[config.mk]
export PLATFORM = sky130hd
export DESIGN_NAME = seq_execute
export DESIGN_NICKNAME = d
export VERILOG_FILES = /design/src/audio_pkg.sv /design/src/seq_pkg.sv /design/src/seq_execute.sv
export SDC_FILE = /design/constraint.sdc
export NUM_CORES = 1
export LEC_CHECK = 0
export BUFFER_PORTS_ARGS = -buffer_cell sky130_fd_sc_hd__buf_4
export CAP_MARGIN = 30
export CORE_MARGIN = 10
export CORE_UTILIZATION = 58
export CTS_CLUSTER_SIZE = 24
export DETAILED_ROUTE_END_ITERATION = 16
export PLACE_DENSITY = 0.83
export SETUP_SLACK_MARGIN = 0.02
export SYNTH_ARGS = -nofsm -noshare
export SYNTH_HDL_FRONTEND = slang
export SYNTH_SLANG_ARGS = --single-unit
[constraint.sdc]
create_clock -name ck -period 10.15 [get_ports ck]
set_input_delay 2.03 -clock ck [delete_from_list [all_inputs] [get_ports ck]]
set_output_delay 2.03 -clock ck [all_outputs]
set_load 0.005 [all_outputs]
[src/audio_pkg.sv]
`default_nettype none

package audio_pkg;

    // Audio RAM geometry
    localparam int CHANNELS = 8;
    localparam int FRAMES   = 256;
    localparam int CHAN_W   = $clog2(CHANNELS);
    localparam int FRAME_W  = $clog2(FRAMES);
    // Channel in the upper bits, frame in the lower
    localparam int AUDIO_W  = CHAN_W + FRAME_W;

    // Program memory, two banks of CODE words
    localparam int CODE   = 256;
    localparam int CODE_W = $clog2(CODE);
    localparam int COEF_W = CODE_W + 1;

    // Bus regions, compared with adr[31:24]
    localparam logic [7:0] REGION_COEF   = 8'h60;
    localparam logic [7:0] REGION_RESULT = 8'h61;
    localparam logic [7:0] REGION_STATUS = 8'h62;
    localparam logic [7:0] REGION_INPUT  = 8'h64;

    // Word indices inside the status region
    localparam logic [1:0] REG_CONTROL = 2'd0;
    localparam logic [1:0] REG_STATUS  = 2'd1;
    localparam logic [1:0] REG_CAPTURE = 2'd2;
    localparam logic [1:0] REG_EOC     = 2'd3;

endpackage

`default_nettype wire

[src/seq_pkg.sv]
`default_nettype none

package seq_pkg;

    // Sequencer opcodes, unlisted codes behave as NOP
    typedef enum logic [3:0] {
        OP_NOP  = 4'h0,
        OP_MAC  = 4'h1,
        OP_MACZ = 4'h2,
        OP_SAVE = 4'h3,
        OP_HALT = 4'hf
    } opcode_t;

    typedef enum logic [1:0] {
        IDLE,
        RUN,
        DRAIN,
        DONE
    } seq_state_t;

    // Instruction word layout, bit 24 is spare
    localparam int OP_HI     = 31;
    localparam int OP_LO     = 28;
    localparam int CHAN_HI   = 27;
    localparam int CHAN_LO   = 25;
    localparam int OFFSET_HI = 23;
    localparam int OFFSET_LO = 16;
    localparam int GAIN_HI   = 15;
    localparam int GAIN_LO   = 0;

    localparam int ACC_W = 40;

    // Execute, accumulate and result write stages behind decode
    localparam int DRAIN_CYCLES = 3;

endpackage

`default_nettype wire

[src/seq_execute.sv]
`timescale 1ns/1ps
`default_nettype none

module seq_execute (
    input  wire                                ck,
    input  wire                                rst,
    input  wire                                op_valid,
    input  seq_pkg::opcode_t                   op,
    input  wire [audio_pkg::CHAN_W-1:0]        chan,
    input  wire signed [15:0]                  gain,
    input  wire [15:0]                         audio_rdata,
    output logic signed [seq_pkg::ACC_W-1:0]   acc,
    output logic                               save_valid,
    output logic [audio_pkg::CHAN_W-1:0]       save_chan
);

    logic                               ex_valid;
    seq_pkg::opcode_t                   ex_op;
    logic [audio_pkg::CHAN_W-1:0]       ex_chan;
    logic signed [15:0]                 ex_gain;
    logic signed [31:0]                 product;
    logic signed [seq_pkg::ACC_W-1:0]   product_ext;

    // Sample arrives from the audio RAM in the same cycle as ex_op
    assign product     = ex_gain * $signed(audio_rdata);
    assign product_ext = product;

    always_ff @(posedge ck) begin
        if (rst) begin
            ex_valid <= 1'b0;
        end else begin
            ex_valid <= op_valid;
        end
    end

    always_ff @(posedge ck) begin
        ex_op   <= op;
        ex_chan <= chan;
        ex_gain <= gain;
    end

    always_ff @(posedge ck) begin
        if (ex_valid) begin
            case (ex_op)
                seq_pkg::OP_MAC:  acc <= acc + product_ext;
                seq_pkg::OP_MACZ: acc <= product_ext;
                default:          acc <= acc;
            endcase
        end
    end

    // SAVE leaves acc untouched, so the next cycle shows every earlier MAC
    always_ff @(posedge ck) begin
        if (rst) begin
            save_valid <= 1'b0;
        end else begin
            save_valid <= ex_valid && (ex_op == seq_pkg::OP_SAVE);
        end
    end

    always_ff @(posedge ck) begin
        save_chan <= ex_chan;
    end

endmodule

`default_nettype wire

==> metrics.txt <==
largest net degree at the start of global routing=38; Cell Count, Final, Fillers Out=~1900; most frequent cells in the layout=inv_1 (291), fa_1 (263), nand2_1 (167); Final Hold Viols=0; grt ovf=0; register area share after synthesis=12.5%; 1st-pass router iterations=8; first-pass GRT wire length=54.7 mm; r2r endpoint=acc[39]$_DFFE_PP_; layout cell share with drive strength beyond 1=just over 9%; placed cells=1880; crit share post-route=a little over nine tenths; DRT Wirelength=roughly 32 mm; Bufs and invs on worst path=4; latest clock arrival within the worst-skew pair=0.34 ns; Worst slew margin=about half; FF+latch area=roughly 1800 um^2; Port Buffers=85; Reg clk slew, reported paths=approximately 0.060 ns; antenna violations before repair=0; Startpoint Class=input port; RSZ-0062 raised after global routing=true; Clock Tree Buf Depth=2; most frequent CP cell=fa_1; Crit Path Class=in2reg; WL/cell=roughly 17 um; net count after synthesis=1935; starting density of the core=just under 60%; dpl hpwl=26.9 mm; via density per instance=approximately 5.6; synth warn=0; area share of the largest cell type after synthesis=37.4%; root buf cell=clkbuf_16; Critical Path End Type=register; Die ar.=30900 um^2; ys async rst share=0%; Worst Reg-to-Reg Cells=32; area occupied by multi-input gates=11100 um^2; die outline width=176 um; FP Rows=between 50 and 60; # setup viols final=0; detailed-route via count=roughly 11000; synthesized area per cell=around 9.4 um^2; most common cell after layout, fill and taps aside=inv_1; CTS sink count=68; GRT Overall Usage=between 20% and 30%; H-tree lvl count=3; Main synth FF type=edfxtp_1; CTS tree=built; num ports=86; synthesized cell area=approximately 14000 um^2; drt drc=0; Crit path required time=slightly above 10 ns; outcome=complete, no violations; CP max-delay cell=fa_1; Hold Crit Class=reg2reg; Gate Count Post-Synth=between 1500 and 2000; post-cts resize count=0; Critical Path AT=around 9.8 ns; Area growth syn-to-layout=9.36%; post-route ant nets=0; R2R setup slack=1.50 ns; Yosys top cell by area=fa_1; DR iter-0 viols=between 700 and 800; vias in the first global route=between 10000 and 15000; Hold EP=save_chan[2]$_DFF_P_; CORE AREA=approximately 24000 um^2; # diodes=0; hold path cells=0; Num CTS Buffers=9; Hold Buf Count CTS=0; flops & latches, synth=68; GPL Wtd Cong=0.922; Peak Freq=between 100 and 150 MHz; die height=176 um; R2R Path Start=ex_gain[7]$_DFF_P_; Post-layout nets=2002; max-cap viol count=0; Slew Viols, Final=0; Slew @ Worst Pin=about 0.73 ns; synth unique cells=65; Top Family by Delay on Critical Path=adder cells; min-delay src=ex_chan[2]$_DFF_P_; # fillers=between 1500 and 2000; Worst Path Max Fanout=16; Post-synth EDFFs=40; Post-CTS Setup Repair Bufs=0; slowest cell delay on critical path=roughly 0.56 ns; min cycle time layout=9.73 ns; synth top area cells=fa_1 (37%), ha_1 (11%), edfxtp_1 (8.5%), inv_1 (7.8%), and2_1 (5.7%); Final Skew=0.0102 ns
-- sequential cells by signal (all words and copies together), names as in the netlist --
| signal | count |
|---|---|
| acc | 40 |
| save_chan | 3 |
| ex_op | 4 |
| ex_valid | 1 |
| ex_gain | 16 |
| save_valid | 1 |
| ex_chan | 3 |
-- stage by stage --
step	worst slack [ns]	utilization, %	setup TNS, ns	hold WS [ns]	cell area [um^2]
2_1_floorplan	0.196	-	0	0.310	14100
3_3_place_gp	0.173	63.6	0	0.310	15100
3_5_place_dp	0.0469	63.6	0	0.315	15100
4_1_cts	0.385	64.9	0	0.329	15400
5_1_grt	-0.00143	65.0	-0.00143	0.340	15400
6_report	0.421	65.0	0	0.327	15400
-- Yosys cell counts (13+ instances only) --
library cell / instances
inv_1: 291
a21oi_1: 60
nand3_1: 15
and2_1: 128
clkbuf_1: 41
nor2_1: 51
a21o_1: 32
edfxtp_1: 40
nand2_1: 167
ha_1: 125
xnor2_1: 45
dfxtp_1: 28
xor2_1: 23
nand2b_1: 13
o21ai_0: 42
fa_1: 263
-- how the worst max path moves through the flow --
stage,startpoint,end,slack [ns],depth (start not counted)
after global routing,audio_rdata[8],acc[36]$_DFFE_PP_,-0.001,33
after global placement,audio_rdata[4],acc[36]$_DFFE_PP_,0.17,32
after CTS,audio_rdata[8],acc[39]$_DFFE_PP_,0.39,33
final,audio_rdata[1],acc[36]$_DFFE_PP_,0.42,31
after detailed placement,audio_rdata[8],acc[39]$_DFFE_PP_,0.05,33
after floorplan,audio_rdata[1],acc[39]$_DFFE_PP_,0.20,31
-- cell families after synthesis --
kind of cell | share of synthesized area (%)
compound gates | 10.6
xor+xnor | 4.23
fa+ha+maj | 48.5
buf+inv | 8.99
flops | 12.5
mux | 0.471
simple gates | 14.7
-- layer usage --
metal	global-route usage, %	vias to the layer above	part of all wire, %	routed length [um]
met5	0	-	0	0
li1	-	4872	-	-
met3	3.71	64	5.1	1630
met2	39.2	327	54	17200
met1	25.0	5372	39	12400
met4	6.57	0	2.4	779
-- area by class of cell --
class | count | share of cell area, %
Clock inverter | 5 | 0.350
Multi-Input combinational cell | 1101 | 72.1
Sequential cell | 68 | 11.4
Timing Repair Buffer | 101 | 4.93
Clock buffer | 11 | 1.51
Tap cell | 319 | 2.59
Inverter | 291 | 7.10
Power is left out: the tool's default activity adds up to more than one toggle a clock period on the data nets, which glitch-free logic cannot reach.
