`config.mk`:
```
export PLATFORM = sky130hd
export DESIGN_NAME = seq_decode
export DESIGN_NICKNAME = d
export VERILOG_FILES = /design/src/audio_pkg.sv /design/src/seq_pkg.sv /design/src/seq_decode.sv
export SDC_FILE = /design/constraint.sdc
export NUM_CORES = 1
export LEC_CHECK = 0
export BUFFER_PORTS_ARGS = -buffer_cell sky130_fd_sc_hd__buf_4
export CORE_MARGIN = 4
export CORE_UTILIZATION = 45
export DETAILED_ROUTE_END_ITERATION = 8
export PLACE_DENSITY = 0.77
export SYNTH_ARGS = -nofsm -noshare
export SYNTH_HDL_FRONTEND = slang
export SYNTH_SLANG_ARGS = --single-unit
```
`constraint.sdc`:
```
create_clock -name ck -period 1.98 [get_ports ck]
set_clock_uncertainty 0.2 [all_clocks]
set_input_delay 0.099 -clock ck [delete_from_list [all_inputs] [get_ports ck]]
set_output_delay 0.099 -clock ck [all_outputs]
set_load 0.01 [all_outputs]
```
`src/audio_pkg.sv`:
```
`default_nettype none

package audio_pkg;

    // Audio RAM geometry
    localparam int CHANNELS = 8;
    localparam int FRAMES   = 256;
    localparam int CHAN_W   = $clog2(CHANNELS);
    localparam int FRAME_W  = $clog2(FRAMES);
    // Channel in the upper bits, frame in the lower
    localparam int AUDIO_W  = CHAN_W + FRAME_W;

    // Program memory, two banks of CODE words
    localparam int CODE   = 256;
    localparam int CODE_W = $clog2(CODE);
    localparam int COEF_W = CODE_W + 1;

    // Bus regions, compared with adr[31:24]
    localparam logic [7:0] REGION_COEF   = 8'h60;
    localparam logic [7:0] REGION_RESULT = 8'h61;
    localparam logic [7:0] REGION_STATUS = 8'h62;
    localparam logic [7:0] REGION_INPUT  = 8'h64;

    // Word indices inside the status region
    localparam logic [1:0] REG_CONTROL = 2'd0;
    localparam logic [1:0] REG_STATUS  = 2'd1;
    localparam logic [1:0] REG_CAPTURE = 2'd2;
    localparam logic [1:0] REG_EOC     = 2'd3;

endpackage

`default_nettype wire

```
`src/seq_pkg.sv`:
```
`default_nettype none

package seq_pkg;

    // Sequencer opcodes, unlisted codes behave as NOP
    typedef enum logic [3:0] {
        OP_NOP  = 4'h0,
        OP_MAC  = 4'h1,
        OP_MACZ = 4'h2,
        OP_SAVE = 4'h3,
        OP_HALT = 4'hf
    } opcode_t;

    typedef enum logic [1:0] {
        IDLE,
        RUN,
        DRAIN,
        DONE
    } seq_state_t;

    // Instruction word layout, bit 24 is spare
    localparam int OP_HI     = 31;
    localparam int OP_LO     = 28;
    localparam int CHAN_HI   = 27;
    localparam int CHAN_LO   = 25;
    localparam int OFFSET_HI = 23;
    localparam int OFFSET_LO = 16;
    localparam int GAIN_HI   = 15;
    localparam int GAIN_LO   = 0;

    localparam int ACC_W = 40;

    // Execute, accumulate and result write stages behind decode
    localparam int DRAIN_CYCLES = 3;

endpackage

`default_nettype wire

```
`src/seq_decode.sv`:
```
`timescale 1ns/1ps
`default_nettype none

module seq_decode (
    input  wire                            ck,
    input  wire                            rst,
    input  wire                            start,
    input  wire                            bank,
    input  wire [audio_pkg::FRAME_W-1:0]   frame,
    input  wire [31:0]                     coef_rdata,
    output logic [audio_pkg::COEF_W-1:0]   coef_raddr,
    output logic [audio_pkg::AUDIO_W-1:0]  audio_raddr,
    output logic                           op_valid,
    output seq_pkg::opcode_t               op,
    output logic [audio_pkg::CHAN_W-1:0]   chan,
    output logic signed [15:0]             gain,
    output logic                           done,
    output logic                           error
);

    seq_pkg::seq_state_t            state;
    // Extra top bit flags a run past the last address
    logic [audio_pkg::CODE_W:0]     pc;
    logic                           fetch_q;
    logic                           halt_now;
    logic [1:0]                     drain_cnt;
    seq_pkg::opcode_t               fetch_op;
    logic [audio_pkg::FRAME_W-1:0]  tap;

    assign fetch_op   = seq_pkg::opcode_t'(coef_rdata[seq_pkg::OP_HI:seq_pkg::OP_LO]);
    assign halt_now   = fetch_q && (fetch_op == seq_pkg::OP_HALT);
    assign coef_raddr = {bank, pc[audio_pkg::CODE_W-1:0]};

    // Past samples, wraps modulo the frame count
    assign tap = frame - coef_rdata[seq_pkg::OFFSET_HI:seq_pkg::OFFSET_LO];

    always_ff @(posedge ck) begin
        if (rst) begin
            state     <= seq_pkg::IDLE;
            pc        <= '0;
            fetch_q   <= 1'b0;
            drain_cnt <= '0;
            done      <= 1'b0;
            error     <= 1'b0;
        end else begin
            fetch_q <= (state == seq_pkg::RUN) && !pc[audio_pkg::CODE_W] && !halt_now;
            case (state)
                seq_pkg::IDLE, seq_pkg::DONE: begin
                    if (start) begin
                        state <= seq_pkg::RUN;
                        pc    <= '0;
                        done  <= 1'b0;
                        error <= 1'b0;
                    end
                end
                seq_pkg::RUN: begin
                    // Overrun is only an error if word 255 was not a HALT
                    if (halt_now || pc[audio_pkg::CODE_W]) begin
                        state     <= seq_pkg::DRAIN;
                        drain_cnt <= '0;
                        error     <= !halt_now;
                    end else begin
                        pc <= pc + 1'b1;
                    end
                end
                seq_pkg::DRAIN: begin
                    drain_cnt <= drain_cnt + 1'b1;
                    if (drain_cnt == 2'(seq_pkg::DRAIN_CYCLES - 1)) begin
                        state <= seq_pkg::DONE;
                        done  <= 1'b1;
                    end
                end
                default: state <= seq_pkg::IDLE;
            endcase
        end
    end

    always_ff @(posedge ck) begin
        if (rst) begin
            op_valid <= 1'b0;
        end else begin
            op_valid <= fetch_q && !halt_now;
        end
    end

    // Decoded fields travel with the audio read address
    always_ff @(posedge ck) begin
        op          <= fetch_q ? fetch_op : seq_pkg::OP_NOP;
        chan        <= coef_rdata[seq_pkg::CHAN_HI:seq_pkg::CHAN_LO];
        gain        <= $signed(coef_rdata[seq_pkg::GAIN_HI:seq_pkg::GAIN_LO]);
        audio_raddr <= {coef_rdata[seq_pkg::CHAN_HI:seq_pkg::CHAN_LO], tap};
    end

endmodule

`default_nettype wire

```
==> results.tsv <==
stage	metric	value	unit
floorplanning	Starting Density	47.6	%
floorplanning	Core ar.	4090	um^2
logic_synthesis	post-synthesis sequential area ratio	49.4	%
clocking	Clock Path Buffers	2	
outcome	status	finished, final reports clean	
timing	Hold Violations, Final	0	
floorplanning	die width	73.8	um
finish	antenna cells	0	
finish	FILL cells	306	
logic_synthesis	Post-synth EDFFs	0	
place	Routability Congestion	0.816	
logic_synthesis	ys flop type	dfxtp_1	
timing	setup TNS	0	ns
logic_synthesis	Cells after Synth	196	
logic_synthesis	Yosys top cell area share	49.4	%
setup_path	setup slack, reg-to-reg	0.11	ns
place	dpl hpwl	3.17	mm
logic_synthesis	top cell type by total area after synthesis	dfxtp_1	
clocking	Clock Latency Late Sink	0.29	ns
logic_synthesis	Yosys cell types	43	
setup_path	Data arrival, critical path	1.86	ns
finish	Area Growth Syn to Fin	56.2	%
setup_path	WS Path Type	register to register	
setup_path	CP peak stage delay	0.38	ns
timing	Slew headroom	78.8	%
logic_synthesis	Mean Syn Cell Area	9.93	um^2
logic_synthesis	Post-Syn Area	1950	um^2
floorplanning	io pins	90	
route	vias per cell	4.84	
timing	Fmax achieved	533	MHz
timing	period utilization	94.7	%
pwr	worst vdd ir	0.526	mV
timing	fin. max-slew vios	0	
clocking	Setup Buffers After CTS	0	
route	Final Routed Wirelength	4.70	mm
clocking	CTS tree	built	
setup_path	Critical-path top delay cell	dfxtp_2	
global_routing	first-pass GRT wire length	7.39	mm
global_routing	gr usage total	17.6	%
setup_path	Startpoint Class	register	
min_path	worst hold path type	input port to register	
pwr	LEAKAGE	0.00142	uW
route	Initial DRC Count	72	
setup_path	Critical Path Fanout Max	6	
floorplanning	Die H	73.8	um
timing	Worst Hold Slack	0.00688	ns
logic_synthesis	synth warn	0	
logic_synthesis	most numerous cell in the Yosys netlist	dfxtp_1	
pwr	pwr/cell area	982	nW/um^2
timing	# setup viols final	0	
floorplanning	# rows	23	
logic_synthesis	Synth top cells by count	48 x dfxtp_1, 17 x inv_1, 17 x nor2_1	
route	First-pass DRT Iterations	4	
clocking	Num Clock Sinks	48	
route	post-route ant nets	0	
setup_path	Data required, critical path	1.97	ns
timing	Tmin final	1.87	ns
setup_path	CP top delay family	compound AO/OA/AOI/OAI gates	
global_routing	vias in the first global route	1757	
setup_path	CP endpoint kind	register	
logic_synthesis	top area cells in the synthesized netlist	dfxtp_1 49%, ha_1 7.7%, buf_4 5.0%, a21oi_1 3.6%, inv_1 3.3%	
clocking	H-tree lvl count	2	
global_routing	grt ovf	0	
logic_synthesis	Post-Syn Nets	253	
route	DRC	0	
clocking	number of buffers created by CTS	5	
global_routing	initial antenna violation count	0	
route	top layer in use	met4	
route	vias post-DR	1733	
finish	layout cell share with drive strength beyond 1	35.7	%
logic_synthesis	ys async rst share	0	%
timing	RSZ-0062 raised after global routing	no	
clocking	CTS root buf	clkbuf_8	
clocking	Clk pin slew, worst setup/hold paths	0.08	ns
timing	slew of the pin with the lowest slew margin	0.317	ns
setup_path	crit path cell chain	inv_1 -> ha_2 -> mux2_2 -> o211ai_2 -> a21o_1 -> a22oi_1 -> nor2_1	
setup_path	CP bufs+invs	1	
finish	final net count	365	
flow_run	Max Cap Viol	0	
route	per-cell routed wire length	13.1	um
global_routing	largest net degree at the start of global routing	18	
place	Port Buffers	86	
logic_synthesis	Yosys reg bits	48	
route	wire length on met2	2.51	mm
route	WL met1	1.60	mm
floorplanning	Die Area	5440	um^2
route	met3 wire length	467	um
-- through the flow --
stage	utilization, %	setup slack, ns	cells	area (um^2)	power [uW]
2_1_floorplan	-	0.197	196	1950	1800
3_3_place_gp	62.5	0.0838	318	2550	2080
3_5_place_dp	62.5	0.0281	318	2550	2100
4_1_cts	73.8	0.0149	358	3010	2980
5_1_grt	74.4	0.0226	358	3040	3170
6_report	74.4	0.105	358	3040	2980
-- registers in the layout (all words and copies together) (netlist names) --
name,count
drain_cnt,2
chan,2
done,1
audio_raddr,9
state,2
pc,9
op_valid,1
error,1
fetch_q,1
op,4
gain,16
-- routing by layer --
metal,global-route usage (%),vias up
met4,8.65,0
met5,0,-
met1,16.7,779
met3,6.70,15
li1,-,876
met2,32.6,63
-- worst register-to-register path, cell delays in order (launching register included) --
cell	delay, ns
dfxtp_2	0.38
inv_1	0.06
ha_2	0.32
mux2_2	0.24
o211ai_2	0.15
a21o_1	0.20
a22oi_1	0.18
nor2_1	0.06
-- path summary, 6_finish.rpt --
| check | start | end | depth (start not counted) |
|---|---|---|---|
| min reg2reg | drain_cnt[0]$_SDFFE_PP0P_ | drain_cnt[0]$_SDFFE_PP0P_ | 2 |
| max | state[0]$_SDFFE_PP0P_ | pc[4]$_SDFFE_PP0P_ | 7 |
| min | frame[1] | audio_raddr[2]$_DFF_P_ | 3 |
| max reg2reg | state[0]$_SDFFE_PP0P_ | pc[4]$_SDFFE_PP0P_ | 7 |
-- cell type report --
class | count | area (um^2) | share of cell area [%]
Tap cell | 50 | 62.6 | 2.06
Inverter | 17 | 63.8 | 2.10
Sequential cell | 48 | 962 | 31.7
Timing Repair Buffer | 120 | 983 | 32.4
Multi-Input combinational cell | 116 | 838 | 27.6
Clock buffer | 5 | 68.8 | 2.26
Clock inverter | 2 | 60.1 | 1.98
-- placed cells by master, fill, tap and decap left out, types with 2 or more instances in the layout --
master	synthesis	layout
buf_4	13	87
dfxtp_1	48	47
dlygate4sd3_1	0	33
inv_1	17	17
nor2_1	17	17
a21oi_1	14	13
ha_1	12	10
nand2_1	7	7
nand3_1	5	5
xnor2_1	5	5
a211oi_1	6	5
o21ai_0	5	5
clkbuf_8	0	5
a21o_1	3	3
and3_1	3	3
nor3_1	3	3
a22oi_1	3	3
and2_1	3	3
o21a_1	2	2
xor2_1	2	2
a21oi_2	1	2
nand2b_1	2	2
nand4_1	2	2
nor3b_1	2	2
bufinv_16	0	2
-- power by group --
| part | internal, uW | switching [uW] | leakage (uW) |
|---|---|---|---|
| registers | 1080 | 68.0 | 0.000398 |
| clock network | 497 | 308 | 0.0000642 |
| logic | 515 | 518 | 0.000953 |
-- logic make-up after synthesis --
logic type                 Yosys count  share of synthesized area [%]
adders and majority gates           13                           8.75
DFF                                 48                           49.4
muxes                                2                           1.16
buffers and inverters               32                           8.75
and+or+nand+nor                     53                           14.9
xor gates and xnor gates             7                           3.15
AOI/OAI and AO/OA                   41                           14.0
-- timing repair --
action,4_1_cts,5_1_grt
endpoints found under the setup margin,0,13
resized for setup,0,6
hold buffers,33,0
endpoints found under the hold margin,47,0
Power figures use the tool's default switching activity.
