<file path="config.mk">
export PLATFORM = sky130hd
export DESIGN_NAME = host_regs
export DESIGN_NICKNAME = d
export VERILOG_FILES = /design/src/audio_pkg.sv /design/src/host_regs.sv
export SDC_FILE = /design/constraint.sdc
export NUM_CORES = 1
export LEC_CHECK = 0
export ABC_CLOCK_PERIOD_IN_PS = 2700
export BUFFER_PORTS_ARGS = -buffer_cell sky130_fd_sc_hd__buf_4
export CORE_AREA = 2 2 72 74
export DETAILED_ROUTE_END_ITERATION = 8
export DIE_AREA = 0 0 74 76
export MAX_ROUTING_LAYER = met4
export PLACE_DENSITY = 0.72
export REMOVE_ABC_BUFFERS = 1
export SLEW_MARGIN = 20
export SYNTH_ARGS = -nofsm -noshare
export SYNTH_HDL_FRONTEND = slang
export SYNTH_SLANG_ARGS = --single-unit
export TNS_END_PERCENT = 1
</file>
<file path="constraint.sdc">
create_clock -name ck -period 2.7 [get_ports ck]
set_input_delay 0.54 -clock ck [delete_from_list [all_inputs] [get_ports ck]]
set_output_delay 0.54 -clock ck [all_outputs]
set_load 0.03 [all_outputs]
</file>
<file path="src/audio_pkg.sv">
`default_nettype none

package audio_pkg;

    // Audio RAM geometry
    localparam int CHANNELS = 8;
    localparam int FRAMES   = 256;
    localparam int CHAN_W   = $clog2(CHANNELS);
    localparam int FRAME_W  = $clog2(FRAMES);
    // Channel in the upper bits, frame in the lower
    localparam int AUDIO_W  = CHAN_W + FRAME_W;

    // Program memory, two banks of CODE words
    localparam int CODE   = 256;
    localparam int CODE_W = $clog2(CODE);
    localparam int COEF_W = CODE_W + 1;

    // Bus regions, compared with adr[31:24]
    localparam logic [7:0] REGION_COEF   = 8'h60;
    localparam logic [7:0] REGION_RESULT = 8'h61;
    localparam logic [7:0] REGION_STATUS = 8'h62;
    localparam logic [7:0] REGION_INPUT  = 8'h64;

    // Word indices inside the status region
    localparam logic [1:0] REG_CONTROL = 2'd0;
    localparam logic [1:0] REG_STATUS  = 2'd1;
    localparam logic [1:0] REG_CAPTURE = 2'd2;
    localparam logic [1:0] REG_EOC     = 2'd3;

endpackage

`default_nettype wire

</file>
<file path="src/host_regs.sv">
`timescale 1ns/1ps
`default_nettype none

module host_regs (
    input  wire                            ck,
    input  wire                            rst,
    input  wire                            cyc,
    input  wire                            we,
    input  wire [31:0]                     adr,
    input  wire [31:0]                     dat,
    input  wire                            done,
    input  wire                            error,
    input  wire [31:0]                     capture,
    input  wire [15:0]                     result_rdata,
    output logic                           ack,
    output logic [31:0]                    rdt,
    output logic                           coef_we,
    output logic [audio_pkg::COEF_W-1:0]   coef_waddr,
    output logic                           audio_we,
    output logic [audio_pkg::AUDIO_W-1:0]  audio_waddr,
    output logic [audio_pkg::FRAME_W-1:0]  frame,
    output logic                           bank,
    output logic                           start,
    output logic [audio_pkg::CHAN_W-1:0]   result_raddr
);

    logic [7:0] region;
    logic [1:0] reg_idx;
    logic       in_coef;
    logic       in_result;
    logic       in_status;
    logic       in_input;
    logic       first;
    logic       ctl_we;
    logic       eoc;
    logic       eoc_q;
    logic       running;
    logic       done_q;
    logic       status_done;
    logic       status_error;

    assign region  = adr[31:24];
    assign reg_idx = adr[3:2];

    assign in_coef   = (region == audio_pkg::REGION_COEF);
    assign in_result = (region == audio_pkg::REGION_RESULT);
    assign in_status = (region == audio_pkg::REGION_STATUS);
    assign in_input  = (region == audio_pkg::REGION_INPUT);

    // First cycle of an access, ack follows on the next edge
    assign first = cyc && !ack && (in_coef || in_result || in_status || in_input);

    // Host loads the bank the sequencer is not using
    assign coef_we      = first && we && in_coef;
    assign coef_waddr   = {~bank, adr[audio_pkg::CODE_W+1:2]};
    assign audio_we     = first && we && in_input;
    assign audio_waddr  = adr[audio_pkg::AUDIO_W+1:2];
    assign result_raddr = adr[audio_pkg::CHAN_W+1:2];

    assign ctl_we = first && we && in_status && (reg_idx == audio_pkg::REG_CONTROL);
    assign eoc    = first && we && in_status && (reg_idx == audio_pkg::REG_EOC) && !running;

    // Stale flags from the last run stay hidden while a run is pending
    assign status_done  = done && !running;
    assign status_error = error && !running;

    always_comb begin
        rdt = 32'h0;
        if (in_result) begin
            rdt = {16'h0, result_rdata};
        end else if (in_status) begin
            case (reg_idx)
                audio_pkg::REG_CONTROL: rdt = {23'h0, frame, 1'b0};
                audio_pkg::REG_STATUS:  rdt = {29'h0, bank, status_error, status_done};
                audio_pkg::REG_CAPTURE: rdt = capture;
                default:                rdt = 32'h0;
            endcase
        end
    end

    always_ff @(posedge ck) begin
        if (ctl_we) begin
            frame <= dat[audio_pkg::FRAME_W:1];
        end
    end

    always_ff @(posedge ck) begin
        if (rst) begin
            ack     <= 1'b0;
            eoc_q   <= 1'b0;
            start   <= 1'b0;
            bank    <= 1'b0;
            running <= 1'b0;
            done_q  <= 1'b0;
        end else begin
            ack    <= first;
            eoc_q  <= eoc;
            start  <= eoc_q;
            done_q <= done;
            // Bank swaps in the ack cycle, start goes out one cycle later
            if (eoc) begin
                bank    <= ~bank;
                running <= 1'b1;
            end else if (done && !done_q) begin
                running <= 1'b0;
            end
        end
    end

endmodule

`default_nettype wire

</file>
==> results of run 1 <==
==> cell type report <==
class                   count  area share, %
flip-flops and latches     14          16.87
well taps                  70          4.101
repair buffers            127          44.64
inverters                   4         0.7030
multi-input cells          95          31.58
clock buffers               4          2.109
==> per-layer routing <==
metal	up-vias	wire length (µm)
met1	618	1715
met5	-	0
met2	114	2206
met4	0	24
met3	4	794
li1	687	-
==> synth_stat cells <==
cell type	instances
nand2_1	2
maj3_1	1
and4b_1	1
buf_6	2
nor4bb_1	3
dfxtp_1	6
nand3b_1	1
nor2_1	18
inv_1	4
o21ai_0	2
and3b_1	1
nand3_1	1
nor4_1	4
mux2_2	9
edfxtp_1	8
nor3b_2	1
nor3_1	2
a22oi_1	13
and2b_1	1
and2_1	16
nor2b_1	5
a21oi_1	3
nand2b_1	3
a2111oi_2	1
nand4_1	1
nand2_2	1
buf_2	4
and4bb_1	1
a221oi_1	2
and3_4	1
nor4b_4	1
buf_4	23
==> worst max-delay path: stages <==
cell	delay [ns]
buf_4	0.13
nor4b_4	0.34
nand2_2	0.20
buf_4	0.23
a21oi_1	0.13
buf_4	0.18
==> cells in the final DEF (no fill, tap or decap), types with 2 or more instances in the layout <==
master | netlist | final
inv_1 | 4 | 4
mux2_2 | 9 | 9
buf_4 | 23 | 127
nor2_1 | 18 | 18
nor4bb_1 | 3 | 3
edfxtp_1 | 8 | 8
nor2b_1 | 5 | 5
and2_1 | 16 | 16
o21ai_0 | 2 | 2
a221oi_1 | 2 | 2
nand2_1 | 2 | 2
a21oi_1 | 3 | 3
nor3_1 | 2 | 2
nand2b_1 | 3 | 3
dfxtp_1 | 6 | 6
nor4_1 | 4 | 3
clkbuf_8 | 0 | 3
a22oi_1 | 13 | 13
==> where the power goes <==
part	internal [mW]	total (mW)	switching [mW]
clock	0.104	0.176	0.0720
combinational	0.0964	0.159	0.0629
sequential	0.226	0.226	0.000249
total	0.427	0.562	0.135
==> kinds of logic (layout without fill, tap and decap cells) <==
family | count (synthesis) | after routing | share of synthesized area (%)
fa+ha+maj | 1 | 1 | 0.7953
mux | 9 | 9 | 8.052
simple gates | 64 | 64 | 31.91
buf+inv | 33 | 135 | 18.29
flops | 14 | 14 | 28.63
compound gates | 21 | 21 | 12.33
==> worst min-delay path by stage <==
stage | from | to | slack, ns
3_5_place_dp | eoc_q$_SDFF_PP0_ | start$_SDFF_PP0_ | 0.45
3_3_place_gp | eoc_q$_SDFF_PP0_ | start$_SDFF_PP0_ | 0.45
6_report | eoc_q$_SDFF_PP0_ | start$_SDFF_PP0_ | 0.45
5_1_grt | dat[6] | frame[5]$_DFFE_PP_ | 0.46
4_1_cts | dat[8] | frame[7]$_DFFE_PP_ | 0.46
2_1_floorplan | eoc_q$_SDFF_PP0_ | start$_SDFF_PP0_ | 0.41
==> through the flow <==
stage                     total power, mW  utilization (%)  hold WS (ns)  setup WS [ns]
after floorplan                    0.2714                -        0.4138        0.08151
after global placement             0.3897            42.56        0.4529         0.3598
after detailed placement           0.3913            42.56        0.4501         0.3606
after CTS                          0.5729            43.48        0.4610         0.3620
after global routing               0.5941            43.48        0.4564         0.2856
final                              0.5619            43.48        0.4548         0.3968
==> state kept, by name (all words and copies together) (netlist names) <==
signal   flops
frame        8
done_q       1
ack          1
bank         1
eoc_q        1
start        1
running      1
==> impl_metrics.json, run 1 <==
{
  "status": "finished clean",
  "die_h_um": 76,
  "worstHoldPathType": "reg -> reg",
  "syn-cell-area_mm2": 0.001259,
  "portBuffers": 123,
  "avgRoutedWirePerCell_um": 15.10,
  "power_density_mw_per_mm2": 263.1,
  "antenna_found_initial": 0,
  "cts_buffers": 3,
  "p_leak_nw": 0.9978,
  "clock_skew_ns": 0.004431,
  "syn_avg_cell_area_um2": 8.864,
  "die_w_um": 74,
  "grt_util_met3_pct": 8.730,
  "synth_area_leaders": "edfxtp_1, buf_4, dfxtp_1",
  "overflow": 0,
  "start_util_pct": 25.62,
  "instances_no_fill": 314,
  "fmax_ghz": 0.4342,
  "seq_area_um2": 360.3,
  "fin_crit_ns": 2.303,
  "placed_cells": 310,
  "rsz0062_at_grt": "false",
  "grt_max_degree": 17,
  "worstPathArrival_ns": 1.76,
  "finalCritPeriodShare_pct": 85.30,
  "design_area_mm2": 0.002136,
  "multi_input_area_um2": 674.4,
  "r2r_end": "frame[0]$_DFFE_PP_",
  "ant_nets": 0,
  "hold_viol_final": 0,
  "reg2regPathDepth": 3,
  "endpoint_kind": "output pin",
  "drc": 0,
  "maxCapViolCount": 0,
  "vias_per_cell": 4.532,
  "n_antenna_cell": 0,
  "setup_viol": 0,
  "fp.coreArea_mm2": 0.004912,
  "met2_usage_pct": 26.25,
  "min_path_cells": 1,
  "critPathKind": "in -> out",
  "dr_total_vias": 1423,
  "critical_path.endpoint": "rdt[0]",
  "path_max_fanout": 12,
  "clock_sinks": 14,
  "hold_buffers": 0,
  "cts_resized": 0,
  "nets": 363,
  "maxSlewViolCount": 0,
  "drt-pass1-iter-count": 4,
  "pin_count": 186,
  "grt.met1_usage_pct": 17.99,
  "crit_start": "adr[26]",
  "yosysUniqueCellTypes": 32,
  "insertion_delay_ns": 0.24,
  "cts_tree": "yes",
  "yosys_warnings": 0,
  "grt_pass1_vias": 1380,
  "ys_seq_area_share_pct": 28.63,
  "ir_drop_mv": 0.2235,
  "worst_pin_slew_ns": 0.5606,
  "htreeDepth": 1,
  "globalRoute.busiestLayer": "met2",
  "rows": 26,
  "clockBufferDepth": 2,
  "grt_pass1_wl_mm": 6.962,
  "clk_pin_slew_ns": 0.05,
  "drt_iter0_drc": 27,
  "die_area_mm2": 0.005624,
  "worstSetupStartpointType": "input pin",
  "place_hpwl_mm": 3.901,
  "yosys.area.top_type_share_pct": 19.09,
  "synth-seq-cells": 14,
  "slew_headroom_pct": 62.47,
  "root_buffer": "clkbuf_8",
  "fin_setup_tns_ns": 0,
  "r2r_start": "ack$_SDFF_PP0_",
  "cts_setup_buffers": 0,
  "placed_cell_area_mm2": 0.002091,
  "yosysTopAreaCell": "edfxtp_1",
  "areaGrowthSynthToFinish_pct": 69.68,
  "fill_cells": 507,
  "grt_usage_pct": 16.36,
  "critPathRequiredTime_ns": 2.16,
  "gp_congestion": 0.7704,
  "drive_above_1_share_pct": 59.43,
  "regToRegSetupSlack_ns": 1.40,
  "synthCells": 142,
  "totalWireLength_mm": 4.741
}
No activity file was read; power rests on OpenSTA's default activity.
==> run 2: changes to the inputs <==
Settings changed: ABC_AREA set to 1, PLACE_DENSITY 0.72 to 0.71.
==> run 2 against run 1 <==
Clock skew decreased by 0.0037 ns; final cell count up 8.6%; hold slack worse by 0.041 ns; sequential cell count unchanged; largest cell class unchanged; utilization fell by 0.97 points; via count grew 2.2%; clock power fell by 3%; sequential power about the same; global-route usage shrank 1.3 points; critical path depth grew 3; setup slack worse by 0.077 ns.
==> impl_metrics.json, run 2 <==
{
  "seqPwrFrac_pct": 42.3,
  "synth-seq-cells": 14,
  "clock_sinks": 14,
  "finalPower_mw": 0.5347,
  "holdCritStartpoint": "eoc_q$_SDFF_PP0_",
  "slew_headroom_pct": 63.31,
  "drt-pass1-iter-count": 4,
  "r2r_end": "frame[2]$_DFFE_PP_",
  "power_frac_clock_pct": 31.9,
  "worstHoldPathType": "reg -> reg",
  "clk_pin_slew_ns": 0.05,
  "grt_pass1_wl_mm": 6.561,
  "die_h_um": 76,
  "areaGrowthSynthToFinish_pct": 74.58,
  "pin_count": 186,
  "critPathRequiredTime_ns": 2.16,
  "root_buffer": "clkbuf_8",
  "nets": 390,
  "yosysUniqueCellTypes": 27,
  "synthCells": 166,
  "fin_crit_ns": 2.380,
  "yosysTopAreaCell": "edfxtp_1",
  "worstPathArrival_ns": 1.84,
  "critPathKind": "in -> out",
  "cts_tree": "yes",
  "cts_resized": 0,
  "final_cell_mix": "buf_4, inv_1, nor2_1",
  "fin_util_pct": 42.51,
  "path_max_fanout": 19,
  "drc": 0,
  "worstSetupStartpointType": "input pin",
  "cts_setup_buffers": 0,
  "vias_per_cell": 4.267,
  "hold_viol_final": 0,
  "yosys.area.top_type_share_pct": 20.08,
  "synth_fa_ha_area_share_pct": 0,
  "rows": 26,
  "p_int_mw": 0.4090,
  "maxSlewViolCount": 0,
  "drive_above_1_share_pct": 52.40,
  "status": "finished clean",
  "gp_congestion": 0.7686,
  "maxCapViolCount": 0,
  "hold_buffers": 0,
  "power_density_mw_per_mm2": 256.0,
  "min_path_cells": 2,
  "endpoint_kind": "output pin",
  "place_hpwl_mm": 3.591,
  "fp.coreArea_mm2": 0.004912,
  "regToRegSetupSlack_ns": 1.28,
  "min_to": "start$_SDFF_PP0_",
  "power.net_switching_mw": 0.1256,
  "p_leak_nw": 1.126,
  "syn-cell-area_mm2": 0.001196,
  "ir_drop_mv": 0.3186,
  "clock_skew_ns": 0.0007062,
  "synth-compound-area-share_pct": 13.39,
  "n_antenna_cell": 0,
  "totalWireLength_mm": 4.263,
  "rsz0062_at_grt": "false",
  "ant_nets": 0,
  "async_reset_ff_share_pct": 0,
  "placed_cell_area_mm2": 0.002043,
  "fill_cells": 540,
  "grt_pass1_vias": 1422,
  "largest_reg_flops": 8,
  "ys_seq_area_share_pct": 30.13,
  "swShare_pct": 23.50,
  "ys_top_cells_by_count": "inv_1, nor2_1, buf_4, nand2_1, nand3_1",
  "yosys_warnings": 0,
  "synth.most_common_cell": "inv_1",
  "die_w_um": 74,
  "synthXorXnorAreaFrac_pct": 0,
  "layout_commonest_cell": "buf_4",
  "finalCritPeriodShare_pct": 88.15,
  "htreeDepth": 1,
  "cts_buffers": 3,
  "fin_setup_tns_ns": 0,
  "overflow": 0,
  "top_register": "frame",
  "worst_pin_slew_ns": 0.5484,
  "muxShareOfSynthArea_pct": 0,
  "syn_avg_cell_area_um2": 7.206,
  "design_area_mm2": 0.002088,
  "avgRoutedWirePerCell_um": 12.50,
  "synthSimpleGateAreaFrac_pct": 29.50,
  "grt_max_degree": 20,
  "synth_top_family_by_area": "simple AND/OR/NAND/NOR gates",
  "synthFlopType": "edfxtp_1",
  "synth_area_leaders": "edfxtp_1, buf_4, dfxtp_1",
  "reg2regPathDepth": 4,
  "insertion_delay_ns": 0.24,
  "clockBufferDepth": 2,
  "drt_iter0_drc": 39,
  "pwr-share-comb_pct": 25.8,
  "start_util_pct": 24.35,
  "grt_usage_pct": 15.02,
  "portBuffers": 123,
  "setup_viol": 0,
  "die_area_mm2": 0.005624,
  "synth_edf_count": 8,
  "fmax_ghz": 0.4201,
  "antenna_found_initial": 0,
  "dr_total_vias": 1455,
  "r2r_start": "ack$_SDFF_PP0_"
}
[run 2: cell count changes in the layout (fill, tap and decap cells not counted), moves of 4 or more]
cell | previous run | this run
mux2_2 | 9 | 0
nor2b_1 | 5 | 0
nand2_1 | 2 | 17
nand3_1 | 1 | 14
and2_1 | 16 | 0
nor2_2 | 0 | 4
a22o_1 | 0 | 4
inv_1 | 4 | 31
a22oi_1 | 13 | 0
nor2_1 | 18 | 26
a32o_1 | 0 | 7
[run 2: worst max-delay path by stage]
| stage | start | depth (start not counted) | to |
|---|---|---|---|
| final | adr[26] | 9 | rdt[26] |
| after global placement | adr[26] | 9 | rdt[26] |
| after detailed placement | adr[25] | 9 | coef_we |
| after global routing | adr[26] | 9 | rdt[20] |
| after floorplan | adr[25] | 7 | coef_we |
| after CTS | adr[26] | 9 | rdt[20] |
[run 2: kinds of logic (layout without fill, tap and decap cells)]
family	after synthesis	after routing
AOI/OAI and AO/OA	20	20
buffers and inverters	59	164
DFF	14	14
and+or+nand+nor	73	73
[run 2: final cells by class]
class,instances,area [µm²],share of cell area (%)
repair buffers,127,953.4,45.66
multi-input cells,93,513.0,24.57
flip-flops and latches,14,360.3,17.26
inverters,33,128.9,6.171
well taps,70,87.58,4.194
clock buffers,3,41.29,1.977
clock inverters,1,3.754,0.1797
[run 2: worst max-delay path, stage by stage]
cell and delay [ns]:
buf_4 0.12, nor2_2 0.16, inv_2 0.06, nor3_2 0.12
nand2_2 0.15, clkinv_4 0.18, nand2_2 0.19, nor2_1 0.15
buf_4 0.17
[run 2: power groups by stage]
stage,Sequential (mW),Clock [mW],Combinational [mW]
after floorplan,0.231,0,0.0279
after global placement,0.231,0,0.136
after detailed placement,0.231,0,0.139
after CTS,0.226,0.176,0.139
after global routing,0.226,0.189,0.150
final,0.226,0.170,0.138
[run 2: through the flow]
step	cells	hold WS [ns]	worst slack, ns
floorplan	140	0.3883	0.02222
global placement	337	0.4041	0.3189
detailed placement	337	0.3982	0.3055
CTS	341	0.4178	0.2969
global route	341	0.4386	0.1551
finish	341	0.4137	0.3198
[run 2: routing by layer]
| metal | track usage (%) | share of wire (%) | wire [µm] | vias up |
|---|---|---|---|---|
| met2 | 24.55 | 48 | 2062 | 88 |
| met5 | - | 0 | 0 | - |
| met3 | 6.085 | 13 | 543 | 6 |
| met1 | 16.60 | 38 | 1604 | 637 |
| met4 | 4.364 | 1.2 | 53 | 0 |
| li1 | - | - | - | 724 |
