`src/audio_pkg.sv`:
```
`default_nettype none

package audio_pkg;

    // Audio RAM geometry
    localparam int CHANNELS = 8;
    localparam int FRAMES   = 256;
    localparam int CHAN_W   = $clog2(CHANNELS);
    localparam int FRAME_W  = $clog2(FRAMES);
    // Channel in the upper bits, frame in the lower
    localparam int AUDIO_W  = CHAN_W + FRAME_W;

    // Program memory, two banks of CODE words
    localparam int CODE   = 256;
    localparam int CODE_W = $clog2(CODE);
    localparam int COEF_W = CODE_W + 1;

    // Bus regions, compared with adr[31:24]
    localparam logic [7:0] REGION_COEF   = 8'h60;
    localparam logic [7:0] REGION_RESULT = 8'h61;
    localparam logic [7:0] REGION_STATUS = 8'h62;
    localparam logic [7:0] REGION_INPUT  = 8'h64;

    // Word indices inside the status region
    localparam logic [1:0] REG_CONTROL = 2'd0;
    localparam logic [1:0] REG_STATUS  = 2'd1;
    localparam logic [1:0] REG_CAPTURE = 2'd2;
    localparam logic [1:0] REG_EOC     = 2'd3;

endpackage

`default_nettype wire

```
`src/seq_pkg.sv`:
```
`default_nettype none

package seq_pkg;

    // Sequencer opcodes, unlisted codes behave as NOP
    typedef enum logic [3:0] {
        OP_NOP  = 4'h0,
        OP_MAC  = 4'h1,
        OP_MACZ = 4'h2,
        OP_SAVE = 4'h3,
        OP_HALT = 4'hf
    } opcode_t;

    typedef enum logic [1:0] {
        IDLE,
        RUN,
        DRAIN,
        DONE
    } seq_state_t;

    // Instruction word layout, bit 24 is spare
    localparam int OP_HI     = 31;
    localparam int OP_LO     = 28;
    localparam int CHAN_HI   = 27;
    localparam int CHAN_LO   = 25;
    localparam int OFFSET_HI = 23;
    localparam int OFFSET_LO = 16;
    localparam int GAIN_HI   = 15;
    localparam int GAIN_LO   = 0;

    localparam int ACC_W = 40;

    // Execute, accumulate and result write stages behind decode
    localparam int DRAIN_CYCLES = 3;

endpackage

`default_nettype wire

```
`src/dpram.sv`:
```
`timescale 1ns/1ps
`default_nettype none

module dpram #(
    parameter int WIDTH = 16,
    parameter int DEPTH = 256
) (
    input  wire                       ck,
    input  wire                       we,
    input  wire [$clog2(DEPTH)-1:0]   waddr,
    input  wire [WIDTH-1:0]           wdata,
    input  wire [$clog2(DEPTH)-1:0]   raddr,
    output logic [WIDTH-1:0]          rdata
);

    logic [WIDTH-1:0] mem [DEPTH];

    // Read returns old data on a same-address collision
    always_ff @(posedge ck) begin
        if (we) begin
            mem[waddr] <= wdata;
        end
        rdata <= mem[raddr];
    end

endmodule

`default_nettype wire

```
`src/seq_result.sv`:
```
`timescale 1ns/1ps
`default_nettype none

module seq_result (
    input  wire                                ck,
    input  wire                                rst,
    input  wire                                save_valid,
    input  wire [audio_pkg::CHAN_W-1:0]        save_chan,
    input  wire signed [seq_pkg::ACC_W-1:0]    acc,
    input  wire [audio_pkg::CHAN_W-1:0]        result_raddr,
    output logic [15:0]                        result_rdata,
    output logic [15:0]                        left,
    output logic [15:0]                        right,
    output logic [31:0]                        capture
);

    logic signed [seq_pkg::ACC_W-1:0] shifted;
    logic [15:0]                      sat;

    // Q15 gain scaling
    assign shifted = acc >>> 15;

    always_comb begin
        if (shifted > 32767) begin
            sat = 16'h7fff;
        end else if (shifted < -32768) begin
            sat = 16'h8000;
        end else begin
            sat = shifted[15:0];
        end
    end

    dpram #(
        .WIDTH (16),
        .DEPTH (audio_pkg::CHANNELS)
    ) i_result_ram (
        .ck    (ck),
        .we    (save_valid),
        .waddr (save_chan),
        .wdata (sat),
        .raddr (result_raddr),
        .rdata (result_rdata)
    );

    // Even channels feed left, odd ones right
    always_ff @(posedge ck) begin
        if (rst) begin
            left  <= 16'h0;
            right <= 16'h0;
        end else if (save_valid) begin
            if (save_chan[0]) begin
                right <= sat;
            end else begin
                left <= sat;
            end
        end
    end

    // Raw accumulator, before scaling
    always_ff @(posedge ck) begin
        if (save_valid) begin
            capture <= acc[31:0];
        end
    end

endmodule

`default_nettype wire

```
`config.mk`:
```
export PLATFORM = sky130hd
export DESIGN_NAME = seq_result
export DESIGN_NICKNAME = d
export VERILOG_FILES = /design/src/audio_pkg.sv /design/src/seq_pkg.sv /design/src/dpram.sv /design/src/seq_result.sv
export SDC_FILE = /design/constraint.sdc
export NUM_CORES = 1
export LEC_CHECK = 0
export ABC_AREA = 1
export BUFFER_PORTS_ARGS = -buffer_cell sky130_fd_sc_hd__buf_2
export CAP_MARGIN = 20
export CORE_ASPECT_RATIO = 1.5
export CORE_MARGIN = 1
export CORE_UTILIZATION = 60
export CTS_BUF_LIST = sky130_fd_sc_hd__clkbuf_8
export DETAILED_ROUTE_END_ITERATION = 7
export PLACE_DENSITY_LB_ADDON = 0.15
export SLEW_MARGIN = 30
export SYNTH_ARGS = -nofsm -noshare
export SYNTH_HDL_FRONTEND = slang
export SYNTH_HIERARCHICAL = 1
export SYNTH_SLANG_ARGS = --single-unit
```
`constraint.sdc`:
```
create_clock -name ck -period 2.1 [get_ports ck]
set_input_delay 0 -clock ck [delete_from_list [all_inputs] [get_ports ck]]
set_output_delay 0 -clock ck [all_outputs]
set_load 0.005 [all_outputs]
```
==> results of run 1 <==
cells by family (layout without fill, tap and decap cells):
kind of cell	Yosys count	in the layout	share of synthesized area, %
compound gates	5	5	0.426
buf+inv	207	411	10.5
flops	208	208	67.6
simple gates	452	452	21.4
routing by layer:
metal | part of all wire (%) | vias to the layer above
met5 | 0 | -
met4 | 2.9 | 0
met3 | 5.9 | 47
met2 | 53 | 212
met1 | 38 | 2862
li1 | - | 3070
final cells by class:
class	count	area (um^2)	area share [%]
clock buffers	35	482	4.63
multi-input cells	457	1870	18.0
inverters	169	634	6.10
flip-flops and latches	208	5770	55.4
well taps	165	206	1.98
repair buffers	186	1210	11.6
clock inverters	21	235	2.26
worst min-delay path, cell delays in order:
cell and delay, ns:
buf_2 0.29, nor2_1 0.17, nand2_1 0.05, inv_1 0.04
path summary, 6_finish.rpt:
kind / endpoint / cells past startpoint / from / slack [ns]
setup / recovery: i_result_ram/mem[1][15] / 7 / save_chan[1] / 0.32
hold / removal: left[5] / 4 / rst / 0.04
setup reg to reg: i_result_ram/rdata[9] / 6 / i_result_ram/mem[7][9] / 1.19
hold reg to reg: left[15] / 2 / left[15] / 0.55
state kept, by name, summed over array words and instances, names as in the netlist:
signal              count
i_result_ram/mem      128
capture                32
i_result_ram/rdata     16
left                   16
right                  16
power groups by stage:
stage	Combinational (uW)	Sequential, uW	Clock, uW
floorplan	411	4810	0
global placement	721	4800	0
detailed placement	737	4800	0
CTS	798	4710	3730
global route	889	4730	3900
finish	800	4710	3700
cells in the final DEF (no fill, tap or decap), drive strengths merged:
cell type / count
nand2: 281
inv: 175
edfxtp: 160
buf: 147
nand3: 96
nor2: 75
dfxtp: 48
dlygate4sd3: 39
clkbuf: 35
clkinv: 7
bufinv: 5
clkinvlp: 3
o21ai: 3
a21oi: 2
metrics by stage:
step	hold slack, ns	worst slack [ns]
after floorplan	0.0989	0.876
after CTS	0.00665	0.323
after detailed placement	0.178	0.662
after global placement	0.177	0.711
final	0.0373	0.323
after global routing	0.0457	0.254
==> results.py, run 1 <==
metrics = {
    "pwr": {
        "pwr-share-seq_pct": 51.2,
        "power_frac_comb_pct": 8.7,
        "p_per_area_mw_per_mm2": 886,
        "p_switching_uw": 2090,
        "p_leak_uw": 0.00506,
        "ir_worst_vdd_mv": 0.633,
        "power_frac_clock_pct": 40.1,
        "finalPower_uw": 9210,
        "p_int_uw": 7120,
        "switching_share_pct": 22.7,
    },
    "global_routing": {
        "grt_use_met3_pct": 3.78,
        "use_met2_pct": 47.0,
        "overflow": 0,
        "grtUsageMet1_pct": 30.1,
        "busiest_layer": "met2",
        "grt_max_degree": 65,
        "antenna_found_initial": 0,
        "grt_usage_pct": 25.7,
        "grt_pass1_vias": 6131,
        "grt_pass1_wl_mm": 29.1,
    },
    "route": {
        "routed_wirelength_mm": 18.5,
        "via_count": 6191,
        "first_pass_iters": 6,
        "drc": 0,
        "drtAntennaViolNets": 0,
        "first_iter_violations": 301,
        "viasPerCell": 4.99,
        "wl_per_cell_um": 14.9,
    },
    "floorplan": {
        "dieHeight_um": 148,
        "core_mm2": 0.0139,
        "die_x_um": 99.3,
        "initial_core_util_pct": 61.2,
        "dieArea_mm2": 0.0147,
        "num_io_pins": 129,
        "rows": 53,
    },
    "cts": {
        "hold_buffers": 39,
        "root_buffer": "clkbuf_8",
        "clk-insertion-delay-late_ns": 0.55,
        "cts_max_level": 1,
        "cts_tree": "yes",
        "cts-resized-gates": 0,
        "cts_post_setup_buffers_inserted": 0,
        "clk_pin_slew_ns": 0.07,
        "cts.sinks": 208,
        "clock_path_buffers": 3,
        "numCtsBuffers": 30,
    },
    "setup_path": {
        "cp_cell_sequence": "dlygate4sd3_1 > buf_2 > inv_1 > nand2_1 > dlygate4sd3_1 > nor2_1 > dlygate4sd3_1",
        "end_kind": "flip-flop",
        "cp_data_arrival_time_ns": 2.03,
        "worstPathRequired_ns": 2.35,
        "crit_path_frequent_cell": "dlygate4sd3_1",
        "cp_max_fo": 3,
        "critPathSlowestCell": "dlygate4sd3_1",
        "cp_slowest_stage_delay_ns": 0.57,
        "worstPathBufferInverterCount": 5,
        "startpoint_type": "primary input",
        "worstSetupPathType": "primary input to flip-flop",
        "crit_family": "buffers and inverters",
    },
    "sta": {
        "period_share_pct": 84.6,
        "max_slew_margin_pct": 51.3,
        "skew_ns": 0.0199,
        "setup-violations-final": 0,
        "rsz0062_at_grt": "no",
        "slew_violations": 0,
        "clock.fmax_mhz": 563,
        "setup-tns-final_ns": 0,
        "hold_viol": 0,
        "worst_pin_slew_ns": 0.730,
        "layout_min_cycle_time_ns": 1.78,
    },
    "placed_design": {
        "placed_area_mm2": 0.00930,
        "portBuffers": 128,
        "routabilityCongestion": 0.759,
        "dp.cells": 1146,
        "post-dp-hpwl_mm": 10.9,
    },
    "final_layout": {
        "fillers": 897,
        "finalNonFillerCells": 1241,
        "nets": 1101,
        "final_area_mm2": 0.0104,
        "area_growth_pct": 22.0,
        "antenna_cells": 0,
        "post-route-util_pct": 74.7,
        "drive_above_1_share_pct": 18.9,
    },
    "synth": {
        "synth_seq_cells": 208,
        "syn_inst": 872,
        "async_flop_share_pct": 0,
        "yosysSeqAreaShare_pct": 67.6,
        "syn_area_mm2": 0.00853,
        "syn_nets": 921,
        "synth_area_leaders": "edfxtp_1 (56%), nand2_1 (12%), dfxtp_1 (11%)",
        "syn-mean-instance-area_um2": 9.78,
        "synth_common_cells": "nand2_1 (280), inv_1 (168), edfxtp_1 (160)",
        "ys_types": 17,
        "synth_edf_count": 160,
        "yosysMostFrequentCell": "nand2_1",
        "synth_area_leader_cell": "edfxtp_1",
        "synthFlopType": "edfxtp_1",
        "synth_top_area_share_pct": 56.3,
        "yosysWarnings": 6,
    },
    "min_path": {
        "min_path_type": "primary input to flip-flop",
    },
    "job": {
        "cap_viol_max_count": 0,
    },
    "run_status": {
        "status": "finished clean",
    },
}
Note: power is estimated with default switching activity, not from simulation.
==> run 2, diff against run 1 <==
--- a/config.mk
+++ b/config.mk
@@ -10,7 +10,7 @@
 export CAP_MARGIN = 20
 export CORE_ASPECT_RATIO = 1.5
 export CORE_MARGIN = 1
-export CORE_UTILIZATION = 60
+export CORE_UTILIZATION = 59
 export CTS_BUF_LIST = sky130_fd_sc_hd__clkbuf_8
 export DETAILED_ROUTE_END_ITERATION = 7
 export PLACE_DENSITY_LB_ADDON = 0.15
==> constraint.sdc (replaced) <==
create_clock -name ck -period 1.7 [get_ports ck]
set_input_delay 0 -clock ck [delete_from_list [all_inputs] [get_ports ck]]
set_output_delay 0 -clock ck [all_outputs]
set_load 0.005 [all_outputs]
==> run 2 against run 1 <==
Effect of this change:
- sequential power up 24%
- die area grew 1.7%
- clock power grew 6.5%
- critical path type unchanged
- critical endpoint is now i_result_ram/mem[2][12]
- largest power group unchanged
==> results.py, run 2 (synthesis gave the netlist of run 1 again) <==
metrics = {
    "run_status": {
        "status": "finished clean",
    },
    "sta": {
        "slew_violations": 0,
        "worst_pin_slew_ns": 0.562,
        "setup-violations-final": 0,
        "setup-tns-final_ns": 0,
        "clock.fmax_mhz": 631,
        "hold_slack_ns": 0.0311,
        "layout_min_cycle_time_ns": 1.59,
        "max_slew_margin_pct": 62.5,
        "skew_ns": 0.00841,
        "period_share_pct": 93.3,
        "rsz0062_at_grt": "no",
        "layout_setup_ws_ns": 0.114,
        "hold_viol": 0,
    },
    "route": {
        "via_count": 6225,
        "wl_per_cell_um": 14.8,
        "drc": 0,
        "first_iter_violations": 367,
        "first_pass_iters": 5,
        "viasPerCell": 4.90,
        "drtAntennaViolNets": 0,
        "routed_wirelength_mm": 18.9,
    },
    "global_routing": {
        "grt_pass1_wl_mm": 29.9,
        "antenna_found_initial": 0,
        "grt_pass1_vias": 6189,
        "overflow": 0,
        "grt_usage_pct": 26.2,
        "grt_max_degree": 53,
    },
    "pwr": {
        "p_switching_uw": 2500,
        "switching_share_pct": 23.2,
        "power_frac_clock_pct": 36.5,
        "power_frac_comb_pct": 9.3,
        "p_leak_uw": 0.00505,
        "pwr-share-seq_pct": 54.1,
        "ir_worst_vdd_mv": 0.808,
        "p_int_uw": 8270,
        "p_per_area_mw_per_mm2": 1040,
    },
    "placed_design": {
        "post-dp-hpwl_mm": 11.3,
        "routabilityCongestion": 0.767,
        "portBuffers": 128,
        "placed_area_mm2": 0.00941,
        "pre_cts_ws_ns": 0.266,
    },
    "floorplan": {
        "die_x_um": 100,
        "dieHeight_um": 149,
        "initial_core_util_pct": 60.7,
        "dieArea_mm2": 0.0149,
        "rows": 53,
        "num_io_pins": 129,
        "core_mm2": 0.0141,
    },
    "cts": {
        "clk-insertion-delay-late_ns": 0.54,
        "numCtsBuffers": 29,
        "cts_tree": "yes",
        "cts.sinks": 208,
        "clk_pin_slew_ns": 0.06,
        "cts-resized-gates": 0,
        "clock_path_buffers": 3,
        "cts_max_level": 1,
        "root_buffer": "clkbuf_8",
    },
    "setup_path": {
        "worstPathRequired_ns": 1.96,
        "startpoint_type": "primary input",
        "cp_data_arrival_time_ns": 1.84,
        "cp_max_fo": 14,
        "end_kind": "flip-flop",
        "worstSetupPathType": "primary input to flip-flop",
    },
    "final_layout": {
        "final_area_mm2": 0.0104,
        "seq_area_mm2": 0.00577,
        "area_growth_pct": 21.9,
        "top_regs": "i_result_ram/mem: 128 flops, capture: 32 flops",
        "multi_input_area_mm2": 0.00187,
        "largest_reg_flops": 128,
        "final_common_cell": "nand2_1",
        "regMostFlops": "i_result_ram/mem",
        "nets": 1107,
        "antenna_cells": 0,
        "fillers": 1002,
        "drive_above_1_share_pct": 18.8,
        "final_cell_mix": "nand2_1 (280), inv_1 (172), edfxtp_1 (160)",
        "post-route-util_pct": 73.9,
    },
    "min_path": {
        "min_path_type": "primary input to flip-flop",
    },
    "job": {
        "cap_viol_max_count": 0,
    },
}
run 2: layer usage:
layer / track usage (%) / up-vias / part of all wire, %
met2: 46.7 / 212 / 53
met5: 0 / - / 0
met4: 9.93 / 0 / 2.1
li1: - / 3074 / -
met1: 31.7 / 2908 / 39
met3: 4.26 / 31 / 5.6
run 2: cell type report:
cell class / instances / share of cell area (%)
inverter: 169 / 6.10
clock inverter: 18 / 1.23
sequential: 208 / 55.5
multi-input combinational: 457 / 18.0
tap: 192 / 2.31
timing repair buffer: 193 / 12.4
clock buffer: 34 / 4.50
run 2: what timing repair did:
| action | CTS | global route |
|---|---|---|
| buffers inserted | 0 | 0 |
| endpoints found under the hold margin | 139 | 0 |
| hold buffers | 39 | 0 |
run 2: critical path, stage by stage:
cell,delay (ns)
dlygate4sd3_1,0.54
buf_2,0.13
nand2_1,0.05
dlygate4sd3_1,0.57
nor2_1,0.34
buf_12,0.21
run 2: through the flow:
step,std cells,total power (uW)
3_3_place_gp,1180,6830
3_5_place_dp,1180,6850
6_report,1271,10800
5_1_grt,1271,11200
2_1_floorplan,872,6450
4_1_cts,1271,10800
run 2: worst paths after layout:
check	start	end	slack (ns)	cells after the start
setup reg to reg	i_result_ram/mem[5][10]	i_result_ram/rdata[10]	0.80	6
hold / removal	rst	right[2]	0.03	4
setup / recovery	save_chan[1]	i_result_ram/mem[2][12]	0.11	6
hold reg to reg	left[15]	left[15]	0.54	2
run 2: power by group through the flow:
stage	combinational (uW)	sequential [uW]	clock, uW
floorplan	508	5950	0
global placement	906	5930	0
detailed placement	924	5930	0
CTS	1000	5820	3990
global route	1130	5850	4190
finish	1010	5830	3940
==> run 3, diff against run 2 <==
--- a/config.mk
+++ b/config.mk
@@ -10,8 +10,8 @@
 export CAP_MARGIN = 20
 export CORE_ASPECT_RATIO = 1.5
 export CORE_MARGIN = 1
-export CORE_UTILIZATION = 59
-export CTS_BUF_LIST = sky130_fd_sc_hd__clkbuf_8
+export CORE_UTILIZATION = 23
+export CTS_BUF_LIST = sky130_fd_sc_hd__clkbuf_16
 export DETAILED_ROUTE_END_ITERATION = 7
 export PLACE_DENSITY_LB_ADDON = 0.15
 export SLEW_MARGIN = 30
==> run 3 against run 2 <==
Effect of this change:
- routed wire length up 22%
- first-iteration DRC count down 37%
- die area rose to 2.5 times the previous value
- design area grew 4.2%
- sequential cell count is the same
- combinational power barely moved
- worst setup slack improved by 0.12 ns
- hold slack better by 0.0019 ns
- via count down 4.2%
- cell count increased by 22%
- register-to-register slack worse by 0.03 ns
- global-route usage down 14 points
==> results.py, run 3 (synthesis gave the netlist of run 1 again) <==
metrics = {
    "global_routing": {
        "overflow": 0,
        "grt_pass1_vias": 6069,
        "grt_usage_pct": 12.3,
        "antenna_found_initial": 0,
        "grt_max_degree": 65,
        "grt_pass1_wl_mm": 35.5,
    },
    "cts": {
        "numCtsBuffers": 22,
        "cts_tree": "yes",
        "clk-insertion-delay-late_ns": 0.51,
        "clock_path_buffers": 3,
        "cts_max_level": 1,
        "root_buffer": "clkbuf_16",
        "cts.sinks": 208,
        "clk_pin_slew_ns": 0.06,
    },
    "sta": {
        "skew_ns": 0.00920,
        "layout_min_cycle_time_ns": 1.46,
        "slew_violations": 0,
        "setup-tns-final_ns": 0,
        "setup-violations-final": 0,
        "hold_slack_ns": 0.0330,
        "period_share_pct": 86.1,
        "rsz0062_at_grt": "no",
        "hold_viol": 0,
        "layout_setup_ws_ns": 0.237,
        "max_slew_margin_pct": 58.0,
        "clock.fmax_mhz": 684,
        "worst_pin_slew_ns": 0.629,
    },
    "pwr": {
        "p_leak_uw": 0.00506,
        "p_per_area_mw_per_mm2": 1080,
        "ir_worst_vdd_mv": 0.719,
        "finalPower_uw": 11600,
    },
    "setup_path": {
        "r2r-end": "i_result_ram/rdata[7]",
        "cp_data_arrival_time_ns": 1.67,
        "regToRegSetupSlack_ns": 0.77,
        "r2r_cells": 6,
        "startpoint": "acc[30]",
        "end_kind": "flip-flop",
        "startpoint_type": "primary input",
        "r2r-start": "i_result_ram/mem[4][7]",
        "cp_max_fo": 15,
        "crit_path_end": "i_result_ram/mem[3][13]",
        "worstPathRequired_ns": 1.91,
        "worstSetupPathType": "primary input to flip-flop",
    },
    "floorplan": {
        "dieHeight_um": 238,
        "die_x_um": 159,
        "core_mm2": 0.0366,
        "dieArea_mm2": 0.0379,
        "initial_core_util_pct": 23.3,
        "rows": 86,
        "num_io_pins": 129,
    },
    "final_layout": {
        "largest_reg_flops": 128,
        "fillers": 3911,
        "drive_above_1_share_pct": 18.1,
        "regMostFlops": "i_result_ram/mem",
        "antenna_cells": 0,
        "final_common_cell": "nand2_1",
        "top_regs": "i_result_ram/mem: 128 flops, capture: 32 flops",
        "area_growth_pct": 27.0,
        "final_cell_mix": "nand2_1 (280), inv_1 (172), edfxtp_1 (160)",
        "nets": 1096,
    },
    "placed_design": {
        "portBuffers": 128,
        "post-dp-hpwl_mm": 14.4,
        "routabilityCongestion": 0.688,
        "pre_cts_ws_ns": 0.0314,
    },
    "route": {
        "via_count": 5962,
        "viasPerCell": 3.85,
        "routed_wirelength_mm": 23.0,
        "drc": 0,
        "first_iter_violations": 231,
        "wl_per_cell_um": 14.9,
        "first_pass_iters": 5,
        "drtAntennaViolNets": 0,
    },
    "min_path": {
        "min_path_type": "primary input to flip-flop",
    },
    "job": {
        "cap_viol_max_count": 0,
    },
    "run_status": {
        "status": "finished clean",
    },
}
[run 3: changes by cell type in the layout (fill, tap and decap cells not counted), moves of 2 or more]
cell           previous run  this run
dlygate4sd3_1            39        36
buf_12                    5         3
clkinv_1                  6         4
buf_8                     0         2
clkbuf_16                 0        23
clkinvlp_4                0         3
clkinv_2                  6         3
clkbuf_8                 34         0
[run 3: per-layer routing]
layer / global-route usage [%] / share of wire, % / up-vias
met4: 3.82 / 1.8 / 0
met1: 14.5 / 42 / 2769
met2: 22.6 / 52 / 120
li1: - / - / 3047
met5: 0 / 0 / -
met3: 2.12 / 4.1 / 26
[run 3: what timing repair did]
item,in CTS,in global routing
hold buffers,34,2
setup buffers,0,1
setup endpoints to repair,0,24
gates resized for setup,0,0
endpoints found under the hold margin,78,1
[run 3: critical path: stages]
cell and delay (ns):
dlygate4sd3_1 0.53, buf_2 0.13, buf_4 0.13, nand3_1 0.08
nor2_1 0.04, nand2_1 0.06, nand2_2 0.22, nand2_1 0.26
nand2_1 0.21
[run 3: worst min path at each step]
| stage | to | depth (start not counted) | startpoint |
|---|---|---|---|
| after CTS | capture[11] | 2 | save_valid |
| after global routing | capture[11] | 2 | save_valid |
| after detailed placement | capture[13] | 1 | acc[13] |
| final | capture[6] | 2 | save_valid |
| after floorplan | capture[0] | 0 | acc[0] |
| after global placement | capture[3] | 1 | acc[3] |
[run 3: area by class of cell]
cell class              instances  area, um^2  area share, %
clock buffers                  23         576           5.32
well taps                     484         606           5.59
clock inverters                17         136           1.26
inverters                     169         634           5.86
repair buffers                189        1240           11.5
multi-input cells             457        1870           17.3
flip-flops and latches        208        5770           53.3
[run 3: per-stage QoR]
stage / area, um^2 / instances / util, %
after CTS: 10800 / 1544 / 29.5
after global placement: 9720 / 1468 / 26.6
after detailed placement: 9750 / 1470 / 26.6
after floorplan: 8530 / 872 / -
after global routing: 10800 / 1547 / 29.6
final: 10800 / 1547 / 29.6
[run 3: report_power, final]
part | switching (uW) | internal [uW]
logic | 634 | 394
registers | 72.4 | 5750
clock network | 2030 | 2760
